## config.mk

```make
export PLATFORM = sky130hd
export DESIGN_NAME = window_regs
export DESIGN_NICKNAME = d
export VERILOG_FILES = /design/src/verilog/pu_pkg.sv /design/src/verilog/window_regs.sv
export SDC_FILE = /design/constraint.sdc
export NUM_CORES = 1
export LEC_CHECK = 0
export BUFFER_PORTS_ARGS = -buffer_cell sky130_fd_sc_hd__buf_2
export CORE_AREA = 2 2 189 191
export CTS_CLUSTER_DIAMETER = 30
export CTS_CLUSTER_SIZE = 8
export DETAILED_ROUTE_END_ITERATION = 6
export DIE_AREA = 0 0 191 193
export GPL_TIMING_DRIVEN = 0
export PLACE_DENSITY = 0.75
export SLEW_MARGIN = 20
export SYNTH_ARGS = -nofsm -noshare
export SYNTH_HDL_FRONTEND = slang
export SYNTH_SLANG_ARGS = --single-unit
```

## constraint.sdc

```tcl
create_clock -name clk -period 0.8 [get_ports clk]
set_input_delay 0.04 -clock clk [delete_from_list [all_inputs] [get_ports clk]]
set_output_delay 0.04 -clock clk [all_outputs]
set_load 0.005 [all_outputs]
```

## src/verilog/pu_pkg.sv

```systemverilog
`default_nettype none

package pu_pkg;

    // ~~~~~~~~~~~~~~~~~~~~~~~~~~~~~~
    // Sizes.
    // ~~~~~~~~~~~~~~~~~~~~~~~~~~~~~~
    localparam int PIX_W     = 16;
    localparam int COL_LEN   = 5;
    localparam int WIN_COLS  = 5;
    localparam int HELD_COLS = WIN_COLS - 1;
    localparam int TAPS      = COL_LEN * WIN_COLS;
    localparam int ADDR_W    = 3;
    localparam int TAP_W     = 5;
    // 32-bit products, 25 of them summed.
    localparam int RES_W     = 2 * PIX_W + 5;
    localparam int LAST_ADDR = COL_LEN - 1;

    // ~~~~~~~~~~~~~~~~~~~~~~~~~~~~~~
    // Types.
    // ~~~~~~~~~~~~~~~~~~~~~~~~~~~~~~
    typedef enum logic [1:0] {
        idle    = 2'b00,
        write_g = 2'b01,
        read_g  = 2'b10,
        write_r = 2'b11
    } pu_state_e;

    // Row 0 in the low bits.
    typedef struct packed {
        logic [COL_LEN-1:0][PIX_W-1:0] pix;
    } column_t;

    // Column 0 is the oldest.
    typedef struct packed {
        column_t [WIN_COLS-1:0] col;
    } window_t;

    typedef struct packed {
        logic own_wr;
        logic nbr_wr;
        logic use_nbr;
        logic shift;
        logic win_valid;
    } pu_ctrl_t;

endpackage

`default_nettype wire

```

## src/verilog/window_regs.sv

```systemverilog
`default_nettype none

module window_regs (
    input  logic                clk,
    input  logic                nrst,
    input  logic                shift,
    input  pu_pkg::column_t     new_col,
    output pu_pkg::window_t     window
);

    import pu_pkg::*;

    // Entry 0 is the oldest column.
    column_t [HELD_COLS-1:0] held;

    always_ff @(posedge clk or negedge nrst)
    begin
        if (!nrst)
        begin
            held <= '0;
        end
        else if (shift)
        begin
            held[HELD_COLS-2:0] <= held[HELD_COLS-1:1];
            held[HELD_COLS-1]   <= new_col;
        end
    end

    // Held columns first, the incoming column last.
    always_comb
    begin
        window.col[HELD_COLS-1:0] = held;
        window.col[WIN_COLS-1]    = new_col;
    end

endmodule

`default_nettype wire

```

### Yosys cells after proc, flatten, opt, wreduce, memory -nomap -nowiden

Index checks and enable logic that the tools add are counted.

* input port bits: 83
* logic and storage cells: 20
* register bits: 320
* output and inout port bits: 400

### Depth between registers and ports, before layout

Gate-level depths: netlist of the first run.

* depth after elaboration: 0
* depth in mapped cells: 4
* mapped depth without buffers: 1

### Least setup slack after synthesis of the first run

Ideal clock, no wire load.

* path type: input port to flip-flop
* start: in shift
* end: reg held (netlist bit window[240])
* path slack: -0.130 ns
* setup time: 0.125 ns
* arrival: 0.804 ns
* buffers on the path: 3
* stages on the path: 4
* required time: 0.675 ns
* cells stage by stage: buf_2 > buf_6 > buf_6 > mux2_4

RTL lines
* start, declared: RTL line window_regs.sv:6 `input logic shift,`
* end signal, assigned by index: RTL line window_regs.sv:24 `held[HELD_COLS-2:0] <= held[HELD_COLS-1:1];`
* end signal, assigned by index: RTL line window_regs.sv:25 `held[HELD_COLS-1] <= new_col;`
* end, declared: RTL line window_regs.sv:14 `column_t [HELD_COLS-1:0] held;`

No word-level cell between the ends.

### Worst setup path after layout of the first run

* start: reg held (netlist bit window[162])
* end: out window[162] (netlist name)

RTL lines
* end, declared: RTL line window_regs.sv:8 `output pu_pkg::window_t window`

No word-level cell between the ends.

==> metrics.txt, run 1 <==
status=complete, but fails checks; violated checks=hold timing, setup timing; max_slew headroom=64.6%; Core Rows=69; post-route cell area=0.0228 sq mm; Fin. Hold Viols=between 200 and 250; combinational fraction of design power=between 20% and 30%; Layout Utilization=about 65%; Net Count, Synth=between 800 and 900; count leader, synth=dfrtp_1; vias in the first global route=10,726; commonest cells in the netlist=dfrtp_1, mux2_2, buf_4; hpwl dp=24,200 um; # DRC=0; Overall Global Routing Usage=between 20% and 30%; initial antenna violation count=0; EDFF count, synth=0; Synth Area in Compound Gates=0%; # IOs=483; fillcell total=2,266; leak pwr=0.0115 uW; Final ANT Viol Nets=0; wire length per cell=21.3 um; gpl congestion=0.802; sw frac=a little over a quarter; WHS=-0.585 ns; mux contribution to synthesized area=28.8%; clock power share=45.3%; WS Path Type=reg2out; Synth area leader=dfrtp_1; worst path bufs/invs=1; CTS buffer count=73; Longest Clk Path Bufs=3; Final Critical Period=~1.2 ns; maximum VDD drop=2.26 mV; Vias/cell=4.69; Crit Path Max Fanout=2; main flop type after synthesis=dfrtp_1; pwr dens=2940 mW/mm^2; Adder-Cell Fraction of Synth Area=0%; Synth area leaders=dfrtp_1, mux2_2, buf_4, buf_6, mux2_1; Critical Path RT=0.76 ns; Tcrit/Tclk final=153%; sequential element share of the synthesized area=63.4%; met1 usage=24.5%; Layout area overhead=80.1%; initial core utilization=between 30% and 40%; port bufs=481; area fraction of the dominant cell type after synthesis=between 60% and 70%; placed cell area=around 0.016 sq mm; setup violators final=617; Yosys warnings=0; most used routing layer=met2; first-pass GRT wire length=61,100 um; DIE AREA=0.0369 sq mm; max reg flops=320; CTS tree=yes; type of the worst min-delay path=in2async; cell count after synthesis=756; Slew @ Worst Pin=0.531 ns; H-Tree Depth=3; core region area=0.0350 sq mm; met2 GRT Util=a little under 40%; DRT Pass-1 Iters=4; Mean Syn Cell Area=16.7 sq um; Vias=10,243; CP startpoint kind=flop; Critical Path End Type=output port; Synth Area in Simple Gates=0%; number of synthesized register bits=320; share of post-route cells with drive strength above 1=76.4%; # hold bufs at CTS=80; DIE HEIGHT=193 um; ys async rst share=100%; Worst path top cell family by delay=flip-flops; layout net count=1,752; Crit-path slowest cell=dfrtp_1; total power=66,800 uW; Net Switching=about 17,000 uW; met3 usage=approximately 6.3%; total length of routed wires=46,500 um; drt initial violations=339; post-synth design cell area=0.0126 sq mm; Seq pwr share=31.8%; final setup margin=-0.428 ns; fin. max-slew vios=0; Synth Area in XOR/XNOR=0%; Achievable Freq=815 MHz; Root Buffer=clkbuf_16; Congestion Overflow GR=0; internal power=between 40,000 and 50,000 uW; library cells used by synthesis=7; largest family of logic cells by synthesized area=multiplexers; clk_skew=roughly 0.025 ns; die width=191 um; data arrival time of the critical path=1.19 ns; largest net degree at the start of global routing=101; # diodes=0; max_cap viols=0; clk sinks=320; crit path cell chain=buf_2; RSZ-0062 raised after global routing=true; Clock transition at path regs=approximately 0.050 ns; Worst-Skew Late Latency=0.59 ns; Worst path max stage delay=around 0.44 ns
==> path summary, 6_finish.rpt <==
kind	slack, ns	cells past startpoint	endpoint	from
setup / recovery	-0.43	1	window[162]	window[162]$_DFFE_PN0P_
hold / removal	-0.59	1	window[307]$_DFFE_PN0P_	nrst
setup reg to reg	-0.25	3	window[3]$_DFFE_PN0P_	window[83]$_DFFE_PN0P_
hold reg to reg	0.50	1	window[21]$_DFFE_PN0P_	window[21]$_DFFE_PN0P_
max in group asynchronous	0.20	3	window[116]$_DFFE_PN0P_	nrst
min in group clk	0.06	3	window[223]$_DFFE_PN0P_	shift
==> metal layers <==
metal  wire (um)  share of wire, %
met1       17300                37
met2       23900                51
met3        2960               6.4
met4        2270               4.9
met5           0                 0
==> cell usage in the layout, fill, tap and decap left out <==
cell type	synthesis	final
buf_12	0	2
buf_16	0	3
buf_2	3	468
buf_4	80	114
buf_6	33	280
buf_8	0	7
bufinv_16	0	8
clkbuf_1	0	8
clkbuf_16	0	73
clkbuf_8	0	12
clkinv_16	0	1
clkinv_2	0	11
clkinv_4	0	3
clkinv_8	0	3
clkinvlp_4	0	6
dfrtp_1	320	317
dfrtp_2	0	3
dlygate4sd3_1	0	80
inv_16	0	2
inv_6	0	1
mux2_1	20	2
mux2_2	290	140
mux2_4	10	178
==> cell families (layout without fill, tap and decap cells) <==
group	Yosys count	after routing
buffers and inverters	116	1082
DFF	320	320
muxes	320	320
==> power groups by stage <==
stage	registers [uW]	clock network (uW)	logic, uW
final	21200	30300	15300
after global routing	21500	31600	16200
after CTS	20700	30500	12400
after detailed placement	21200	0	8520
after global placement	21100	0	8330
after floorplan	21100	0	3540
==> timing repair <==
item / CTS / global route
endpoints found under the setup margin: 351 / 619
gates cloned: 0 / 0
gates resized for setup: 102 / 324
hold endpoints to repair: 325 / 145
setup buffers: 219 / 132
==> final cells by class <==
type | instances | area (sq um) | share of cell area, %
well taps | 461 | 577 | 2.53
clock inverters | 35 | 494 | 2.17
clock buffers | 93 | 2020 | 8.89
multi-input cells | 320 | 4270 | 18.8
flip-flops and latches | 320 | 8010 | 35.2
plain buffers | 116 | 1030 | 4.54
repair buffers | 838 | 6350 | 27.9
==> stage by stage <==
| stage | setup slack (ns) | hold WS, ns | TNS (ns) | std cells |
|---|---|---|---|---|
| floorplan | -0.0584 | -0.256 | -16.64 | 756 |
| global placement | -6.26 | 0.272 | -2051.96 | 1698 |
| detailed placement | -0.461 | 0.0345 | -111.97 | 1701 |
| CTS | -0.438 | -0.596 | -139.37 | 2128 |
| global route | -0.474 | -0.568 | -162.68 | 2183 |
| finish | -0.428 | -0.585 | -143.22 | 2183 |
Note: power is estimated with default switching activity, not from simulation.
==> run 2: changes to the inputs <==
CORE_AREA = 2 2 188 190   (was 2 2 189 191)
DIE_AREA = 0 0 190 192   (was 0 0 191 193)
PLACE_DENSITY = 0.73   (was 0.75)
clock period = 1.5 ns   (was 0.8 ns; I/O delays follow)
==> run 2 against run 1 <==
  * The run now ends clean
  * Cell count down 13%
  * Sequential power is 47% lower
  * Wire length down 21%
  * Sequential share of layout area is 7.4 points higher
  * Total power decreased by 54%
  * Flip-flop and latch count is the same
  * Via count is 14% lower
  * Clock-buffer cell count is 4 higher
  * Utilization fell by 10 points
  * Clock skew down 0.011 ns
  * Critical endpoint is now window[191]$_DFFE_PN0P_
==> metrics.txt, run 2 (synthesized netlist as in run 1, its figures left out) <==
Critical Path End Type=async pin; hpwl dp=25,000 um; gpl congestion=0.865; pwr dens=1620 mW/mm^2; Clock transition at path regs=0.04 ns; commonest non-fill, non-tap cell in the layout=buf_2; largest net degree at the start of global routing=100; setup TNS=0 ns; vias in the first global route=9,483; crit path cell chain=dlygate4sd3_1 > buf_8 > buf_16 > buf_16; H-Tree Depth=3; Worst-Skew Late Latency=0.55 ns; RSZ-0062 raised after global routing=false; buffers inserted by post-CTS timing repair=0; clk_skew=between 0.01 and 0.015 ns; Longest Clk Path Bufs=3; crit-path most repeated cell=buf_16; wire length per cell=19.3 um; DRT Pass-1 Iters=4; clk sinks=320; Slew @ Worst Pin=0.526 ns; die width=190 um; drt initial violations=157; share of post-route cells with drive strength above 1=69.7%; leak pwr=0.00907 uW; placed cell count=between 1,500 and 2,000; port bufs=481; setup violators final=0; Congestion Overflow GR=0; layout net count=1,474; Root Buffer=clkbuf_16; WS Path Type=in2async; # IOs=483; Layout Cells excl Fill=1,896; placed cell area=0.0157 sq mm; post-route cell area=0.0188 sq mm; maximum VDD drop=1.18 mV; most used routing layer=met2; most frequent cells in the layout=buf_2, dfrtp_1, mux2_2; Post-Place Worst Slack=0.228 ns; Tcrit/Tclk final=83.2%; max_slew headroom=64.9%; initial core utilization=between 30% and 40%; status=complete, no violations; initial antenna violation count=0; first-pass GRT wire length=54,500 um; type of the worst min-delay path=in2async; # diodes=0; CTS tree=yes; max_cap viols=0; total length of routed wires=between 30,000 and 40,000 um; Critical Path RT=roughly 2.2 ns; Vias=around 8,800; Fin. Hold Viols=0; Final ANT Viol Nets=0; core region area=around 0.034 sq mm; Overall Global Routing Usage=19.8%; CP startpoint kind=input port; # DRC=0; Vias/cell=4.64; met3 usage=approximately 6.2%; Final Critical Period=1.25 ns; fin. max-slew vios=0; final setup margin=0.252 ns; Core Rows=68; Crit-path slowest cell=dlygate4sd3_1; data arrival time of the critical path=1.95 ns; DIE HEIGHT=192 um; Worst path max stage delay=0.56 ns; CTS buffer count=68; met2 GRT Util=a little over a third; met1 usage=a little over a fifth; Layout area overhead=48.7%; DIE AREA=0.0365 sq mm; Achievable Freq=between 800 and 900 MHz; max reg flops=320; Crit Path Max Fanout=99
run 2: cell count changes in the layout (fill, tap and decap cells not counted), moves of 15 or more:
| cell | delta |
|---|---|
| buf_2 | +15 |
| buf_4 | -34 |
| buf_6 | -247 |
| mux2_1 | +18 |
| mux2_2 | +150 |
| mux2_4 | -168 |
run 2: area by class of cell:
| class | count | area, sq um |
|---|---|---|
| Multi-Input combinational cell | 320 | 3640 |
| Fill cell | 2734 | 15500 |
| Timing Repair Buffer | 565 | 3310 |
| Clock inverter | 23 | 287 |
| Tap cell | 455 | 569 |
| Sequential cell | 320 | 8010 |
| Clock buffer | 97 | 1980 |
| Buffer | 116 | 987 |
run 2: stage by stage:
step	hold slack, ns	total power [uW]	utilization (%)
floorplan	-0.221	13100	-
global placement	0.305	15600	45.5
detailed placement	0.0499	15800	45.8
CTS	0.0460	30800	54.8
global route	0.0840	31700	54.8
finish	0.0626	30400	54.8
run 2: routing by layer:
layer / routed length, um / vias up
met5: 0 / -
met4: 966 / 0
met3: 2690 / 61
met2: 19400 / 392
met1: 13500 / 4467
li1: - / 3875
run 2: timing repair:
action / in CTS / in global routing
hold buffers: 81 / 0
resized for setup: 0 / 0
endpoints found under the hold margin: 335 / 0
run 2: worst paths after layout:
check | endpoint | cells after the start | slack (ns) | from
setup / recovery | window[191]$_DFFE_PN0P_ | 4 | 0.25 | nrst
hold / removal | window[185]$_DFFE_PN0P_ | 2 | 0.06 | nrst
setup reg to reg | window[2]$_DFFE_PN0P_ | 1 | 0.63 | window[82]$_DFFE_PN0P_
hold reg to reg | window[13]$_DFFE_PN0P_ | 1 | 0.50 | window[13]$_DFFE_PN0P_
max in group clk | window[285] | 1 | 0.26 | window[285]$_DFFE_PN0P_
min in group clk | window[191]$_DFFE_PN0P_ | 3 | 0.15 | shift
run 2: critical path, delay by kind of cell:
family,cells,cell delay [ns]
buffers and inverters,4,1.72
run 2: power by group:
part | total [uW] | switching (uW) | internal, uW
Clock | 14500 | 4540 | 9990
Sequential | 11200 | 1060 | 10200
Combinational | 4650 | 1960 | 2700
