$ cat src/verilog/pu_pkg.sv
`default_nettype none

package pu_pkg;

    // ~~~~~~~~~~~~~~~~~~~~~~~~~~~~~~
    // Sizes.
    // ~~~~~~~~~~~~~~~~~~~~~~~~~~~~~~
    localparam int PIX_W     = 16;
    localparam int COL_LEN   = 5;
    localparam int WIN_COLS  = 5;
    localparam int HELD_COLS = WIN_COLS - 1;
    localparam int TAPS      = COL_LEN * WIN_COLS;
    localparam int ADDR_W    = 3;
    localparam int TAP_W     = 5;
    // 32-bit products, 25 of them summed.
    localparam int RES_W     = 2 * PIX_W + 5;
    localparam int LAST_ADDR = COL_LEN - 1;

    // ~~~~~~~~~~~~~~~~~~~~~~~~~~~~~~
    // Types.
    // ~~~~~~~~~~~~~~~~~~~~~~~~~~~~~~
    typedef enum logic [1:0] {
        idle    = 2'b00,
        write_g = 2'b01,
        read_g  = 2'b10,
        write_r = 2'b11
    } pu_state_e;

    // Row 0 in the low bits.
    typedef struct packed {
        logic [COL_LEN-1:0][PIX_W-1:0] pix;
    } column_t;

    // Column 0 is the oldest.
    typedef struct packed {
        column_t [WIN_COLS-1:0] col;
    } window_t;

    typedef struct packed {
        logic own_wr;
        logic nbr_wr;
        logic use_nbr;
        logic shift;
        logic win_valid;
    } pu_ctrl_t;

endpackage

`default_nettype wire

$ cat src/verilog/pu_control.sv
`default_nettype none

module pu_control (
    input  logic                        clk,
    input  logic                        nrst,
    input  logic                        start,
    input  logic                        round,
    input  logic                        pixel_wr,
    input  logic [pu_pkg::ADDR_W-1:0]   pixel_addr,
    input  logic                        neighbor_in_flag,
    output pu_pkg::pu_ctrl_t            ctrl,
    output pu_pkg::pu_state_e           state
);

    import pu_pkg::*;

    localparam int CNT_W = $clog2(HELD_COLS + 1);

    pu_state_e        state_next;
    logic             col_wr;
    logic             col_done;
    logic             use_nbr;
    logic [CNT_W-1:0] held_cnt;

    // Pixel strobes only count while the column is filling.
    assign col_wr   = pixel_wr && (state == write_g);
    assign col_done = col_wr && (pixel_addr == ADDR_W'(LAST_ADDR));

    // ~~~~~~~~~~~~~~~~~~~~~~~~~~~~~~
    // State machine.
    // ~~~~~~~~~~~~~~~~~~~~~~~~~~~~~~
    always_comb
    begin
        state_next = state;
        case (state)
            idle:
            begin
                state_next = idle;
            end
            write_g:
            begin
                if (col_done)
                    state_next = read_g;
            end
            read_g:
            begin
                state_next = write_r;
            end
            write_r:
            begin
                state_next = write_g;
            end
            default:
            begin
                state_next = idle;
            end
        endcase
        // Restart from any state.
        if (start)
            state_next = write_g;
    end

    always_ff @(posedge clk or negedge nrst)
    begin
        if (!nrst)
            state <= idle;
        else
            state <= state_next;
    end

    // ~~~~~~~~~~~~~~~~~~~~~~~~~~~~~~
    // Fill count and round capture.
    // ~~~~~~~~~~~~~~~~~~~~~~~~~~~~~~
    always_ff @(posedge clk or negedge nrst)
    begin
        if (!nrst)
        begin
            held_cnt <= '0;
            use_nbr  <= 1'b0;
        end
        else
        begin
            if (start)
                held_cnt <= '0;
            else if (state == write_r && held_cnt != CNT_W'(HELD_COLS))
                held_cnt <= held_cnt + 1'b1;

            if (col_done)
                use_nbr <= round;
        end
    end

    always_comb
    begin
        ctrl.own_wr    = col_wr;
        ctrl.nbr_wr    = col_wr && neighbor_in_flag;
        ctrl.use_nbr   = use_nbr;
        ctrl.shift     = (state == write_r);
        // Full window once four columns sit behind the new one.
        ctrl.win_valid = (state == read_g) && (held_cnt == CNT_W'(HELD_COLS));
    end

endmodule

`default_nettype wire

$ cat config.mk
export PLATFORM = sky130hd
export DESIGN_NAME = pu_control
export DESIGN_NICKNAME = d
export VERILOG_FILES = /design/src/verilog/pu_pkg.sv /design/src/verilog/pu_control.sv
export SDC_FILE = /design/constraint.sdc
export NUM_CORES = 1
export LEC_CHECK = 0
export BUFFER_PORTS_ARGS = -buffer_cell sky130_fd_sc_hd__buf_2
export CAP_MARGIN = 40
export CORE_AREA = 2 2 39 41
export DETAILED_ROUTE_END_ITERATION = 16
export DIE_AREA = 0 0 41 43
export PLACE_DENSITY = 0.56
export SLEW_MARGIN = 20
export SYNTH_ARGS = -nofsm -noshare
export SYNTH_HDL_FRONTEND = slang
export SYNTH_SLANG_ARGS = --single-unit
$ cat constraint.sdc
create_clock -name clk -period 1.3 [get_ports clk]
set_clock_uncertainty 0.05 [all_clocks]
set_input_delay 0.13 -clock clk [delete_from_list [all_inputs] [get_ports clk]]
set_output_delay 0.13 -clock clk [all_outputs]
set_load 0.01 [all_outputs]
Word-level counts from Yosys, hierarchy flattened
Cells that the tools add are included.

Register bits: 6. Memory bits (read-only): 0. RAM bits: 0. Logic and storage cells: 23. Bits in latches: 0. Output and inout bits: 7. Bits of input ports: 9. Memories kept: 0.

Order comparisons: 0. Reductions and logical operators: 7. Multiplexer cells: 5. Add/subtract/negate cells: 1. Equal/unequal tests: 7. Divide/modulo/power cells: 0. Shifts and indexed selects: 0. $mul: 0. Bitwise operators: 0.

Operators by type and width (count): 2-bit one-hot mux with 4 select lines (1); 3-bit == test (second input constant) (2); 3-bit two-way mux (2); 3-bit inequality test (second input constant) (2); 1-bit logical AND (5); 2-bit == test (second input constant) (2); 2-bit two-way mux (2); 3-bit by 1-bit adder with 3-bit output (second input constant) (1); 2-bit by 1-bit == test with 1-bit output (second input constant) (1); 2-bit logical NOT (1); 2-bit nonzero test (1).

Depth between registers and ports, before layout
Gate-level depths: netlist of run 1.

Word-level depth: 6. Mapped depth: 5. Depth with buffers taken out: 5.

Worst setup path before layout of run 1
Ideal clock, no wire load.

Path type: reg-to-reg. Start point: register state[1]. End point: register state[1]. Library setup time: 125 ps. Cell stages (with the launch flop): 6. Buffers on the path: 0. Arrival time: 1322 ps. Clock period less this slack: 1497 ps. Path slack: -197 ps. Data required time: 1125 ps. Cell sequence: dfrtp_1 inv_1 ha_1 inv_1 a311oi_4 mux2_4.

Word-level cells in the longest chain between the ends: 4. Elaborated cells between the ends (all ways): 9. Classes of those cells: eq/ne: 4; mux: 2; reduce/logical: 3.

Ends and longest elaborated chain: start: declaration (line pu_control.sv:12) `output pu_pkg::pu_state_e state`; start signal: assignment (line pu_control.sv:66) `state <= idle;`; start signal: assignment (line pu_control.sv:68) `state <= state_next;`; 2-bit by 1-bit == test with 1-bit output (line pu_control.sv:26, pu_control.sv:35); 1-bit logical AND (line pu_control.sv:26) `assign col_wr = pixel_wr && (state == write_g);`; 1-bit logical AND (line pu_control.sv:27) `assign col_done = col_wr && (pixel_addr == ADDR_W'(LAST_ADDR));`; 3-bit inequality test (no line).

Parallel ways exist; a longest one is shown, timed or not. A chain may end at the register's enable or synchronous reset.

==> metrics.txt, run 1 <==
status=finished, violations left; failing checks=setup timing; area delta synth->final=62.69%; n_diodes=0; Core ar.=1384 um^2; Post-synth top cells=dfrtp_1, ha_1, inv_1; TritonCTS clock tree=done; combinational share of power=63.1%; Final TNS setup=-550.1 ps; layout cell share with drive strength beyond 1=65.00%; largest net degree at the start of global routing=7; CP arrival=1230 ps; Final HPWL DP=629.2 um; power per cell area=1911 nW/um^2; mean area per synthesized cell=11.06 um^2; DRT Pass-1 Iters=3; Worst path max stage delay=410 ps; initial antenna violation count=0; Worst Setup End Kind=output pin; DRT antenna net count=0; final period utilization=108.8%; register area share after synthesis=36.70%; Net Count, Synth=51; CP delay by family, top=flip-flops; P_int=0.0008107 W; Post-synth EDFFs=0; register bit total from synthesis=6; switching power=0.0004611 W; gr ovfl total=0; Critical Path End=ctrl[0]; CP max-delay cell=dfrtp_1; Req. time, crit path=1120 ps; top_reg_cell synth=dfrtp_1; reg2reg end=state[1]; Crit Path Class=reg -> out; CP Launch Point=state[0]; Post-route DRC=0; type of the worst min-delay path=in -> reg; Final setup viols=7; total power=0.001272 W; H-tree depth=1; ys async rst share=100.0%; Seq pwr share=22.8%; Clock Sinks=6; vias per cell=4.513; Post-Syn Instances=37; clock latency on the worst-skew pair=250 ps; CTS buffer count=3; Die Span Y=43 um; Slew Viols, Final=0; clock root buffer=clkbuf_4; Clock transition at path regs=50 ps; Iter 0 DRT Violations=1; Max Cap Viol=0; most used cell, CP=buf_6; Mapped Area=409.1 um^2; Vias=343; LEAKAGE=0.3158 nW; CP Launch Type=flop; nets@finish=76; Hold Vio Cnt, Final=0; worst slew pin tran=249.1 ps; Max Fclk=706.7 MHz; Max FO, Critical Path=3; top-count cell post-synth=dfrtp_1; wire length per cell=11.74 um; relative slew slack=83.40%; I/O pin total=16; Synth warnings=0; Reg-to-Reg Start=state[0]; Worst VDD drop=0.8634 mV; final worst slack=-114.9 ps; CP Depth=5; largest cells by area after synthesis=dfrtp_1, ha_1, mux2_4; Die Width=41 um; Switching Fraction=36.26%; r2r setup slk=-100 ps; Worst Reg2Reg Path Length in Cells=5; RD Place Congestion=0.6306; Port Buf Inserts=15; crit path buf inv count=3; RSZ-0062 raised after global routing=true; Max clock buf depth=2; Synth area leader=dfrtp_1; FP Rows=14; Cell Chain, Critical Path=buf_6, inv_4, ha_4, and3_4, buf_6; GRT Util Overall=14.56%; WL final=892 um; Netlist cell types=17; Initial Util=29.57%; first-pass GRT wire length=1.614 mm; die area=1763 um^2; min Tclk post-route=1415 ps; Synth top area share=36.70%; DP Worst Slack=-84.46 ps; vias in the first global route=382; clock share of power=14.1%
cells in the final DEF, fill, tap and decap left out, types with 2 or more instances in the layout:
master	n
inv_1	3
clkbuf_4	3
buf_6	5
dfrtp_1	6
ha_4	3
ha_1	2
mux2i_1	2
buf_4	4
nor3_1	2
and3_4	2
buf_2	12
mux2_4	2
nor2_1	3
per-stage QoR:
stage	std cells	cell area (um^2)	hold WS [ps]	util, %
global route	76	665.6	61.23	48.10
detailed placement	71	526.8	-87.38	38.07
CTS	76	634.4	50.37	45.84
global placement	71	526.8	-88.84	38.07
floorplan	37	409.1	-215.6	-
finish	76	665.6	59.65	48.10
final cells by class:
class | count | area (um^2)
Clock buffer | 3 | 22.52
Fill cell | 129 | 718.2
Inverter | 5 | 21.27
Multi-Input combinational cell | 24 | 295.3
Sequential cell | 6 | 150.1
Tap cell | 16 | 20.02
Timing Repair Buffer | 22 | 156.4
registers in the layout, indices dropped and copies added (netlist names):
register,count
held_cnt,3
use_nbr,1
state,2
logic make-up after synthesis:
kind of cell	Yosys count	synth area share, %
AND/OR/NAND/NOR	11	14.99
AO/OA/AOI/OAI	3	10.40
adder cells (fa/ha/maj)	5	15.29
XOR/XNOR	1	2.141
multiplexers	4	12.23
buffers and inverters	7	8.256
flip-flops	6	36.70
power by group through the flow:
stage	Sequential [W]	Combinational (W)	Clock, W
floorplan	0.000314	0.000345	0
global placement	0.000291	0.000565	0
detailed placement	0.000291	0.000571	0
CTS	0.000291	0.000752	0.000184
global route	0.000304	0.000885	0.000196
finish	0.000290	0.000802	0.000179
layer usage:
metal  share of wire (%)  wire [um]  GRT usage (%)  vias to the layer above
li1                    -          -              -                      169
met1                  41        368          16.45                      153
met2                  48        429          19.69                       17
met3                 5.8         52          3.665                        4
met4                 4.7         42          16.00                        0
met5                   0          0              0                        -
worst min-delay path by stage:
stage	cells after the start	endpoint	slack, ps	from
4_1_cts	2	use_nbr	50	round
6_report	2	use_nbr	60	round
5_1_grt	2	use_nbr	60	round
2_1_floorplan	0	held_cnt[0]	-220	nrst
3_3_place_gp	1	state[0]	-90	nrst
3_5_place_dp	1	state[0]	-90	nrst
what timing repair did:
item | 4_1_cts | 5_1_grt
setup buffers | 1 | 0
setup endpoints to repair | 9 | 10
gates resized for setup | 15 | 5
hold endpoints to repair | 6 | 0
pin swaps | 4 | 0
hold buffers | 1 | 0
Power figures use the tool's default switching activity.
==> run 2, diff against run 1 <==
==> constraint.sdc (replaced) <==
create_clock -name clk -period 1.3 [get_ports clk]
set_clock_uncertainty 0.05 [all_clocks]
set_input_delay 0.195 -clock clk [delete_from_list [all_inputs] [get_ports clk]]
set_output_delay 0.195 -clock clk [all_outputs]
set_load 0.01 [all_outputs]
==> metrics.txt, run 2 (synthesis gave the netlist of run 1 again) <==
Hold Vio Cnt, Final=0; total power=0.001242 W; H-tree depth=1; LEAKAGE=0.3265 nW; Max clock buf depth=2; gr ovfl total=0; Port Buf Inserts=15; Slew Viols, Final=0; Final HPWL DP=629.2 um; Core ar.=1384 um^2; FP Rows=14; RSZ-0062 raised after global routing=true; Max Cap Viol=0; I/O pin total=16; Final setup viols=10; DP Worst Slack=-84.46 ps; CP arrival=1220 ps; Initial Util=29.57%; Max Fclk=684.0 MHz; placed cell count=71; RD Place Congestion=0.6306; commonest non-fill, non-tap cell in the layout=buf_2; clock latency on the worst-skew pair=240 ps; Max FO, Critical Path=3; worst slew pin tran=250.7 ps; GRT Util Overall=14.05%; nets@finish=78; power per cell area=1887 nW/um^2; Vias=346; vias in the first global route=381; first-pass GRT wire length=1.518 mm; most flop-heavy register=held_cnt; largest net degree at the start of global routing=7; Reg-to-Reg Start=state[1]; failing checks=setup timing; DRT Pass-1 Iters=4; vias per cell=4.436; type of the worst min-delay path=in -> reg; Iter 0 DRT Violations=2; DRT antenna net count=0; min Tclk post-route=1462 ps; Largest regs=held_cnt (3), state (2), use_nbr (1); layout cell share with drive strength beyond 1=59.68%; Worst Setup End Kind=output pin; CP Launch Point=state[0]; initial antenna violation count=0; clock root buffer=clkbuf_4; Clock transition at path regs=50 ps; Worst Reg2Reg Path Length in Cells=5; CP Launch Type=flop; Largest register FFs=3; reg2reg end=state[1]; Crit Path Class=reg -> out; Clock Sinks=6; status=finished, violations left; area delta synth->final=60.86%; Req. time, crit path=1050 ps; Critical Path End=ctrl[0]; final period utilization=112.5%; relative slew slack=83.28%; Die Span Y=43 um; TritonCTS clock tree=done; wire length per cell=10.86 um; die area=1763 um^2; CTS buffer count=3; r2r setup slk=-100 ps; commonest non-fill, non-tap cells in the layout=buf_2, dfrtp_1, buf_6, buf_4, inv_1; n_diodes=0; Worst VDD drop=0.8739 mV; Non-Filler Instances=78; Post-route DRC=0; WL final=847 um; final worst slack=-162.0 ps; Die Width=41 um
[run 2: changes by cell type in the layout (fill, tap and decap cells not counted), sizes merged]
cell  before  now
buf       21   23
[run 2: worst min path at each step]
stage | from | endpoint | slack, ps | cells past startpoint
2_1_floorplan | nrst | held_cnt[0] | -150 | 0
3_3_place_gp | nrst | state[0] | -20 | 1
3_5_place_dp | nrst | state[0] | -20 | 1
4_1_cts | round | use_nbr | 120 | 2
5_1_grt | round | use_nbr | 130 | 2
6_report | round | use_nbr | 130 | 2
[run 2: layout make-up]
cell class / instances / area, um^2
clock buffers: 3 / 22.52
flip-flops and latches: 6 / 150.1
well taps: 16 / 20.02
inverters: 5 / 21.27
fillers: 131 / 725.7
repair buffers: 24 / 168.9
multi-input cells: 24 / 275.3
[run 2: per-stage QoR]
stage	hold WS, ps	utilization (%)	instance area, um^2	TNS, ps
after floorplan	-150.6	-	409.1	-239.7
after CTS	115.4	45.84	634.4	-1037
after global placement	-23.84	38.07	526.8	-255.2
after global routing	126.2	47.56	658.1	-1597
after detailed placement	-22.38	38.07	526.8	-271.3
final	128.7	47.56	658.1	-886.2
[run 2: timing repair]
item	CTS	global route
hold buffers	1	0
setup endpoints to repair	9	10
buffers inserted	3	1
resized for setup	11	5
pin swaps	1	1
hold endpoints to repair	6	0
[run 2: worst max-delay path, cell delays in order, from the launching register on]
cell	delay (ps)
dfrtp_1	400
buf_6	130
inv_4	50
ha_4	120
and3_4	180
buf_6	90
[run 2: power by group]
part	total, W	switching, W	internal, W	leakage (nW)
sequential	0.000292	0.0000423	0.000249	0.0773
clock	0.000169	0.0000649	0.000104	0.0138
combinational	0.000781	0.000326	0.000455	0.235
[run 2: metal layers]
layer	global-route usage [%]	share of wire, %
met2	19.06	47
met5	0	0
met4	16.00	3.3
met1	15.79	44
met3	3.141	5.0
