`src/verilog/pu_pkg.sv`:
```
`default_nettype none

package pu_pkg;

    // ~~~~~~~~~~~~~~~~~~~~~~~~~~~~~~
    // Sizes.
    // ~~~~~~~~~~~~~~~~~~~~~~~~~~~~~~
    localparam int PIX_W     = 16;
    localparam int COL_LEN   = 5;
    localparam int WIN_COLS  = 5;
    localparam int HELD_COLS = WIN_COLS - 1;
    localparam int TAPS      = COL_LEN * WIN_COLS;
    localparam int ADDR_W    = 3;
    localparam int TAP_W     = 5;
    // 32-bit products, 25 of them summed.
    localparam int RES_W     = 2 * PIX_W + 5;
    localparam int LAST_ADDR = COL_LEN - 1;

    // ~~~~~~~~~~~~~~~~~~~~~~~~~~~~~~
    // Types.
    // ~~~~~~~~~~~~~~~~~~~~~~~~~~~~~~
    typedef enum logic [1:0] {
        idle    = 2'b00,
        write_g = 2'b01,
        read_g  = 2'b10,
        write_r = 2'b11
    } pu_state_e;

    // Row 0 in the low bits.
    typedef struct packed {
        logic [COL_LEN-1:0][PIX_W-1:0] pix;
    } column_t;

    // Column 0 is the oldest.
    typedef struct packed {
        column_t [WIN_COLS-1:0] col;
    } window_t;

    typedef struct packed {
        logic own_wr;
        logic nbr_wr;
        logic use_nbr;
        logic shift;
        logic win_valid;
    } pu_ctrl_t;

endpackage

`default_nettype wire

```
`src/verilog/column_buffer.sv`:
```
`default_nettype none

module column_buffer (
    input  logic                        clk,
    input  logic                        nrst,
    input  logic                        wr,
    input  logic [pu_pkg::ADDR_W-1:0]   addr,
    input  logic [pu_pkg::PIX_W-1:0]    pixel,
    output pu_pkg::column_t             column
);

    import pu_pkg::*;

    logic addr_ok;

    // Addresses past the last row are dropped.
    assign addr_ok = (addr <= ADDR_W'(LAST_ADDR));

    always_ff @(posedge clk or negedge nrst)
    begin
        if (!nrst)
        begin
            column <= '0;
        end
        else if (wr && addr_ok)
        begin
            column.pix[addr] <= pixel;
        end
    end

endmodule

`default_nettype wire

```
`config.mk`:
```
export PLATFORM = sky130hd
export DESIGN_NAME = column_buffer
export DESIGN_NICKNAME = d
export VERILOG_FILES = /design/src/verilog/pu_pkg.sv /design/src/verilog/column_buffer.sv
export SDC_FILE = /design/constraint.sdc
export NUM_CORES = 1
export LEC_CHECK = 0
export ABC_AREA = 0
export BUFFER_PORTS_ARGS = -buffer_cell sky130_fd_sc_hd__buf_2
export CORE_MARGIN = 2
export CORE_UTILIZATION = 50
export DETAILED_ROUTE_END_ITERATION = 16
export PLACE_DENSITY = 0.89
export SYNTH_ARGS = -nofsm -noshare
export SYNTH_HDL_FRONTEND = slang
export SYNTH_SLANG_ARGS = --single-unit
export TNS_END_PERCENT = 10
```
`constraint.sdc`:
```
create_clock -name clk -period 1.4 [get_ports clk]
set_clock_uncertainty 0.1 [all_clocks]
set_input_delay 0.07 -clock clk [delete_from_list [all_inputs] [get_ports clk]]
set_output_delay 0.07 -clock clk [all_outputs]
set_load 0.01 [all_outputs]
```
# Word level (Yosys, flattened, before mapping)
# Cells that the tools add are included.
# op_classes
addsub,0
multipliers,0
div_mod_pow,0
order_cmp,3
eq_ne,0
shift,0
n_mux,3
bitwise,0
n_reduce_logical,2
# op_table
operator,n
80-bit bitwise mux,1
16-bit demux with 3-bit select,1
16-bit two-way mux,1
"3-bit by 4-bit < comparator with 1-bit output, second input constant",1
"3-bit by 1-bit >= comparator with 1-bit output, second input constant",1
"3-bit <= comparator, second input constant",1
1-bit logical AND,2
# word_totals
register_bits,80
latchBits,0
ram_bits,0
rom_bits,0
out_inout_bits,80
wordCells,13
n_memories,0

# Logic depth before layout (Yosys ltp)
# Gate-level depths: netlist of run 1.
# depth
word_depth,5
mapped_depth,4
ltp_nobuf,2

# Least setup slack after synthesis of run 1
# OpenSTA, ideal clock, no wires.
# synth_path
kind,input-to-reg
startpoint,input addr[0] (netlist bit)
endpoint,register column[10] (netlist bit)
setup_time_ps,125
arrival_ps,1030
required_ps,1175
slack_ps,145
path_stages,3
cell_sequence,nor4b_4 > buf_6 > mux2_2
# synth_via
elab_chain_cells,5
# synth_rtl
item,line,source
from (decl),column_buffer.sv:7,"input logic [pu_pkg::ADDR_W-1:0] addr,"
3-bit by 4-bit < comparator with 1-bit output (implied by the code) or 3-bit by 1-bit >= comparator with 1-bit output (tied branches),column_buffer.sv:27,column.pix[addr] <= pixel;
1-bit logical AND (implied by the code),column_buffer.sv:27,
16-bit two-way mux (implied by the code),column_buffer.sv:27,
16-bit demux with 3-bit select,column_buffer.sv:27,
80-bit bitwise mux,column_buffer.sv:27,
to (decl),column_buffer.sv:9,output pu_pkg::column_t column
# Parallel ways exist; a longest one is shown, timed or not.
# A chain may end at the register's enable or synchronous reset.

# Worst setup path after layout of run 1
# layout_path
startpoint,register column[34] (netlist bit)
endpoint,output column[34] (netlist bit)
# No word-level cell between the ends.

==> impl_metrics.env, run 1 <==
export IMPL_setup_worst_path_start_class="flip-flop"
export IMPL_synth_area_top_cells="dfrtp_1 (65%), mux2_2 (29%), buf_6 (1.8%)"
export IMPL_synth_top_area_frac=0.6512
export IMPL_synth_distinct_cells=10
export IMPL_syn_inst=173
export IMPL_num_nets_final=324
export IMPL_critPathCaptureType="output port"
export IMPL_cts_resized=0
export IMPL_synth_seq_area_share=0.6512
export IMPL_grt_pass1_wl_mm=10.09
export IMPL_ant_nets=0
export IMPL_rsz0062_at_grt="false"
export IMPL_wl_per_cell_microns=17.47
export IMPL_synth_top_cells_by_count="dfrtp_1 (80), mux2_2 (79), buf_6 (5)"
export IMPL_regToRegStartpoint="column[59]"
export IMPL_slowest_stage="dfrtp_1"
export IMPL_max_freq_mhz=936.6
export IMPL_grt_overflow=0
export IMPL_run_status="finished clean"
export IMPL_synthesis_nets=195
export IMPL_core_sq_mm=0.005921
export IMPL_postSynthAreaPerCell_sq_um=17.77
export IMPL_initial_utilization=0.5192
export IMPL_via_per_inst=5.010
export IMPL_ys_seq_elements=80
export IMPL_yosysTopAreaCell="dfrtp_1"
export IMPL_worst_path_dominant_cell_family="flip-flops"
export IMPL_multi_input_area_sq_um=980.9
export IMPL_dp_hpwl_mm=4.364
export IMPL_ys_warn_count=0
export IMPL_min_path_type="input port to asynchronous set/reset pin"
export IMPL_synth_edf_count=0
export IMPL_yosysMostFrequentCell="dfrtp_1"
export IMPL_critPathMaxStageDelay_ns=0.40
export IMPL_required_ns=1.23
export IMPL_die_y_microns=82.41
export IMPL_die_width_microns=82.41
export IMPL_clockBufferDepth=2
export IMPL_largest_reg_flops=80
export IMPL_grt_pass1_vias=2008
export IMPL_clk_latency_ns=0.34
export IMPL_io_pins=102
export IMPL_cts_made_buffers=9
export IMPL_path_buf_inv=1
export IMPL_gp_congestion=0.6892
export IMPL_slew_headroom=0.7202
export IMPL_portBuffers=101
export IMPL_slew_viol_final=0
export IMPL_vias=1914
export IMPL_antenna_cells=0
export IMPL_ys_async_sr_fraction=1.000
export IMPL_path_class="flip-flop to output port"
export IMPL_n_fill_cell=406
export IMPL_postCtsHoldBufs=17
export IMPL_reg_top3="column: 80 flops"
export IMPL_finalSetupViolCount=0
export IMPL_track_usage=0.2075
export IMPL_p_leak_nw=1.961
export IMPL_firstDrtPassIters=4
export IMPL_finalHoldViolations=0
export IMPL_drv_cap=0
export IMPL_r2r_setup_slack_ns=0.51
export IMPL_ff_latch_area_sq_mm=0.002002
export IMPL_netlist_area_sq_mm=0.003074
export IMPL_grt_max_degree=81
export IMPL_clock_sinks=80
export IMPL_path_clk_slew_ns=0.08
export IMPL_tritoncts="done"
export IMPL_drtIter0Drc=37
export IMPL_power_density_mw_per_mm2=1572
export IMPL_worstPathMaxFanout=2
export IMPL_synthFlopType="dfrtp_1"
export IMPL_drt_total_wl_mm=6.672
export IMPL_die_area_sq_mm=0.006791
export IMPL_top_register="column"
export IMPL_layout_min_cycle_time_ns=1.068
export IMPL_drive_gt1_frac=0.6710
export IMPL_tightest_slew_ns=0.4197
export IMPL_clock_root_buffer="clkbuf_8"
export IMPL_htree_num_levels=3
export IMPL_cts_setup_buffers=0
export IMPL_fin_hold_ws_ns=0.2060
export IMPL_drc=0
export IMPL_row_count=28
export IMPL_cp_cell_sequence="buf_2"
export IMPL_vdd_drop_max_mv=1.279
export IMPL_r2r_end="column[59]"
export IMPL_area_growth_pct=33.09
export IMPL_fin_crit_sh=0.7626
export IMPL_worst_ep_arrival_time_ns=0.90
export IMPL_antenna_found_initial=0
export IMPL_reg2reg_depth=1
export IMPL_fin_setup_tns_ns=0
[per-layer routing]
layer,part of all wire,global-route usage
met5,0,0
met3,0.077,0.07065
met2,0.47,0.3234
met4,0.015,0.09000
met1,0.44,0.2645
[worst min-delay path, cell delays in order]
cell	delay [ns]
dlygate4sd3_1	0.55
buf_4	0.12
buf_12	0.33
[worst max-delay path by stage]
stage                     startpoint         end  cells after the start
final                     column[34]  column[34]                      1
after global routing      column[34]  column[34]                      1
after CTS                 column[15]  column[15]                      1
after detailed placement     addr[0]  column[10]                      4
after global placement       addr[0]  column[39]                      4
after floorplan              addr[0]  column[10]                      3
[placed cells by master, fill, tap and decap left out, drive strengths merged]
cell,instances
buf,109
dlygate4sd3,17
nor4b,1
clkinv,1
mux2,80
bufinv,2
and4bb,3
dfrtp,80
nand4b,1
clkbuf,13
[kinds of logic after synthesis]
kind of cell / share of synthesized area
flip-flops: 0.6512
buffers and inverters: 0.02971
multiplexers: 0.2943
AND/OR/NAND/NOR: 0.02482
[power by group]
group | internal (mW) | switching [mW]
Sequential | 2.82 | 0.252
Combinational | 0.801 | 0.713
Clock | 1.05 | 0.794
Total | 4.67 | 1.76
[metrics by stage]
stage | cell area, sq um | power, mW | util | setup WS [ns] | std cells
after global routing | 4091 | 6.759 | 0.6910 | 0.3013 | 382
final | 4091 | 6.432 | 0.6910 | 0.3324 | 382
after global placement | 3707 | 4.524 | 0.6262 | 0.1230 | 349
after floorplan | 3074 | 3.845 | - | 0.1455 | 173
after CTS | 4091 | 6.479 | 0.6910 | 0.3314 | 382
after detailed placement | 3707 | 4.611 | 0.6262 | 0.08343 | 349
[final cells by class]
type                    instances  area share
flip-flops and latches         80      0.4893
multi-input cells              85      0.2398
repair buffers                126      0.1957
clock buffers                  13     0.03639
well taps                      75     0.02294
clock inverters                 3     0.01590
Power figures use the tool's default switching activity.
==> run 2, diff against run 1 <==
Settings changed: CORE_UTILIZATION 50 to 45, PLACE_DENSITY 0.89 to 0.85.
Clock period 1.4 ns to 0.95 ns, I/O delays scaled along.
==> run 2 against run 1 <==
Net effect:
- the flow now finishes with violations (negative setup slack)
- die area up 11%
- sequential share of layout area down 1.3 points
- largest cell class unchanged
- critical path type unchanged
- sequential power up 49%
- worst setup slack worse by 0.42 ns
- count of clock-buffer cells in the layout down 3
==> impl_metrics.env, run 2 (synthesized netlist as in run 1, its figures left out) <==
export IMPL_multi_input_area_sq_um=980.9
export IMPL_finalSetupViolCount=83
export IMPL_tightest_slew_ns=0.2608
export IMPL_grt_use_met2=0.2874
export IMPL_min_path_type="input port to asynchronous set/reset pin"
export IMPL_worstPathMaxFanout=2
export IMPL_use_met1=0.2240
export IMPL_die_width_microns=86.66
export IMPL_num_nets_final=328
export IMPL_worst_path_dominant_cell_family="flip-flops"
export IMPL_core_sq_mm=0.006719
export IMPL_p_total_mw=9.583
export IMPL_ant_nets=0
export IMPL_top_usage_layer="met2"
export IMPL_fin_crit_sh=1.094
export IMPL_drive_gt1_frac=0.6817
export IMPL_reg_top3="column: 80 flops"
export IMPL_worstSetupStartpoint="column[78]"
export IMPL_cts_made_buffers=9
export IMPL_antenna_cells=0
export IMPL_vias=1945
export IMPL_layout_common_cells="buf_2 (89), dfrtp_1 (80), mux2_2 (79)"
export IMPL_rsz0062_at_grt="true"
export IMPL_clockBufferDepth=2
export IMPL_final_common_cell="buf_2"
export IMPL_die_area_sq_mm=0.007509
export IMPL_path_clk_slew_ns=0.08
export IMPL_placed_area_sq_mm=0.003734
export IMPL_cp_depth=1
export IMPL_r2r_end="column[43]"
export IMPL_tritoncts="done"
export IMPL_crit_end="column[78]"
export IMPL_clk_latency_ns=0.34
export IMPL_row_count=30
export IMPL_path_class="flip-flop to output port"
export IMPL_critPathMaxStageDelay_ns=0.41
export IMPL_n_fill_cell=501
export IMPL_track_usage=0.1782
export IMPL_grt_pass1_wl_mm=10.07
export IMPL_p_leak_nw=2.012
export IMPL_path_buf_inv=1
export IMPL_required_ns=0.80
export IMPL_setup_worst_path_start_class="flip-flop"
export IMPL_grt_overflow=0
export IMPL_clock_sinks=80
export IMPL_initial_utilization=0.4575
export IMPL_clock_root_buffer="clkbuf_8"
export IMPL_via_per_inst=4.974
export IMPL_slew_headroom=0.8262
export IMPL_dp_hpwl_mm=4.374
export IMPL_max_freq_mhz=962.1
export IMPL_die_y_microns=86.66
export IMPL_gp_congestion=0.7333
export IMPL_power_density_mw_per_mm2=2278
export IMPL_r2r_setup_slack_ns=-0.03
export IMPL_antenna_found_initial=0
export IMPL_regToRegStartpoint="column[43]"
export IMPL_worst_ep_arrival_time_ns=0.89
export IMPL_finalWorstSetupSlack_ns=-0.08938
export IMPL_top_register="column"
export IMPL_htree_num_levels=3
export IMPL_cp_cell_sequence="buf_2"
export IMPL_portBuffers=101
export IMPL_wl_per_cell_microns=16.75
export IMPL_io_pins=102
export IMPL_critPathCaptureType="output port"
export IMPL_slew_viol_final=0
export IMPL_grt_max_degree=34
export IMPL_grt_use_met3=0.05238
export IMPL_area_growth_pct=36.83
export IMPL_ff_latch_area_sq_mm=0.002002
export IMPL_drtIter0Drc=20
export IMPL_drt_total_wl_mm=6.548
export IMPL_drv_cap=0
export IMPL_slowest_stage="dfrtp_1"
export IMPL_layout_min_cycle_time_ns=1.039
export IMPL_grt_pass1_vias=1994
export IMPL_drc=0
export IMPL_firstDrtPassIters=3
export IMPL_run_status="finished, violations left"
export IMPL_largest_reg_flops=80
export IMPL_fin_area_sq_mm=0.004207
export IMPL_vdd_drop_max_mv=1.261
export IMPL_reg2reg_depth=2
export IMPL_violations="negative setup slack"
export IMPL_finalHoldViolations=0
[run 2: changes by cell type in the layout (fill, tap and decap cells not counted)]
cell,previous run,this run
buf_12,5,6
buf_2,100,89
buf_4,4,7
buf_6,0,11
clkbuf_1,3,1
clkbuf_8,10,9
clkinv_2,1,3
clkinv_4,0,1
[run 2: final cells by class]
type	count	share of cell area
clock buffer	10	0.03034
clock inverter	6	0.01993
multi-input combinational	85	0.2332
sequential	80	0.4759
tap	80	0.02380
timing repair buffer	130	0.2168
[run 2: how the worst min path moves through the flow]
stage	cells past startpoint	slack [ns]	end
floorplan	0	-0.35	column[0]
detailed placement	1	-0.16	column[44]
global route	2	0.02	column[59]
finish	2	0.02	column[59]
global placement	1	-0.16	column[44]
CTS	2	0.007	column[59]
[run 2: repair_timing]
action	4_1_cts	5_1_grt
hold endpoints to repair	160	0
hold buffers	17	0
setup endpoints to repair	80	85
gates resized for setup	3	8
buffers inserted	2	1
pin swaps	0	1
[run 2: routing by layer]
metal	routed length [microns]	vias to the layer above
li1	-	880
met1	2882	989
met2	3210	66
met3	353	10
met4	102	0
met5	0	-
[run 2: report_power, final]
group / total [mW] / switching, mW / internal [mW]
Combinational: 2.38 / 1.04 / 1.34
Clock: 2.65 / 1.18 / 1.47
Sequential: 4.56 / 0.402 / 4.15
Total: 9.58 / 2.62 / 6.96
[run 2: metrics by stage]
stage          hold WS (ns)  setup slack, ns  instances  utilization  TNS, ns
2_1_floorplan       -0.3481          -0.2820        173            -   -9.942
3_3_place_gp        -0.1636          -0.3059        355       0.5557   -21.75
3_5_place_dp        -0.1609          -0.3352        355       0.5557   -22.97
4_1_cts            0.007207         -0.09662        390       0.6175   -6.190
5_1_grt             0.02143          -0.1244        391       0.6261   -7.975
6_report            0.01690         -0.08938        391       0.6261   -4.840
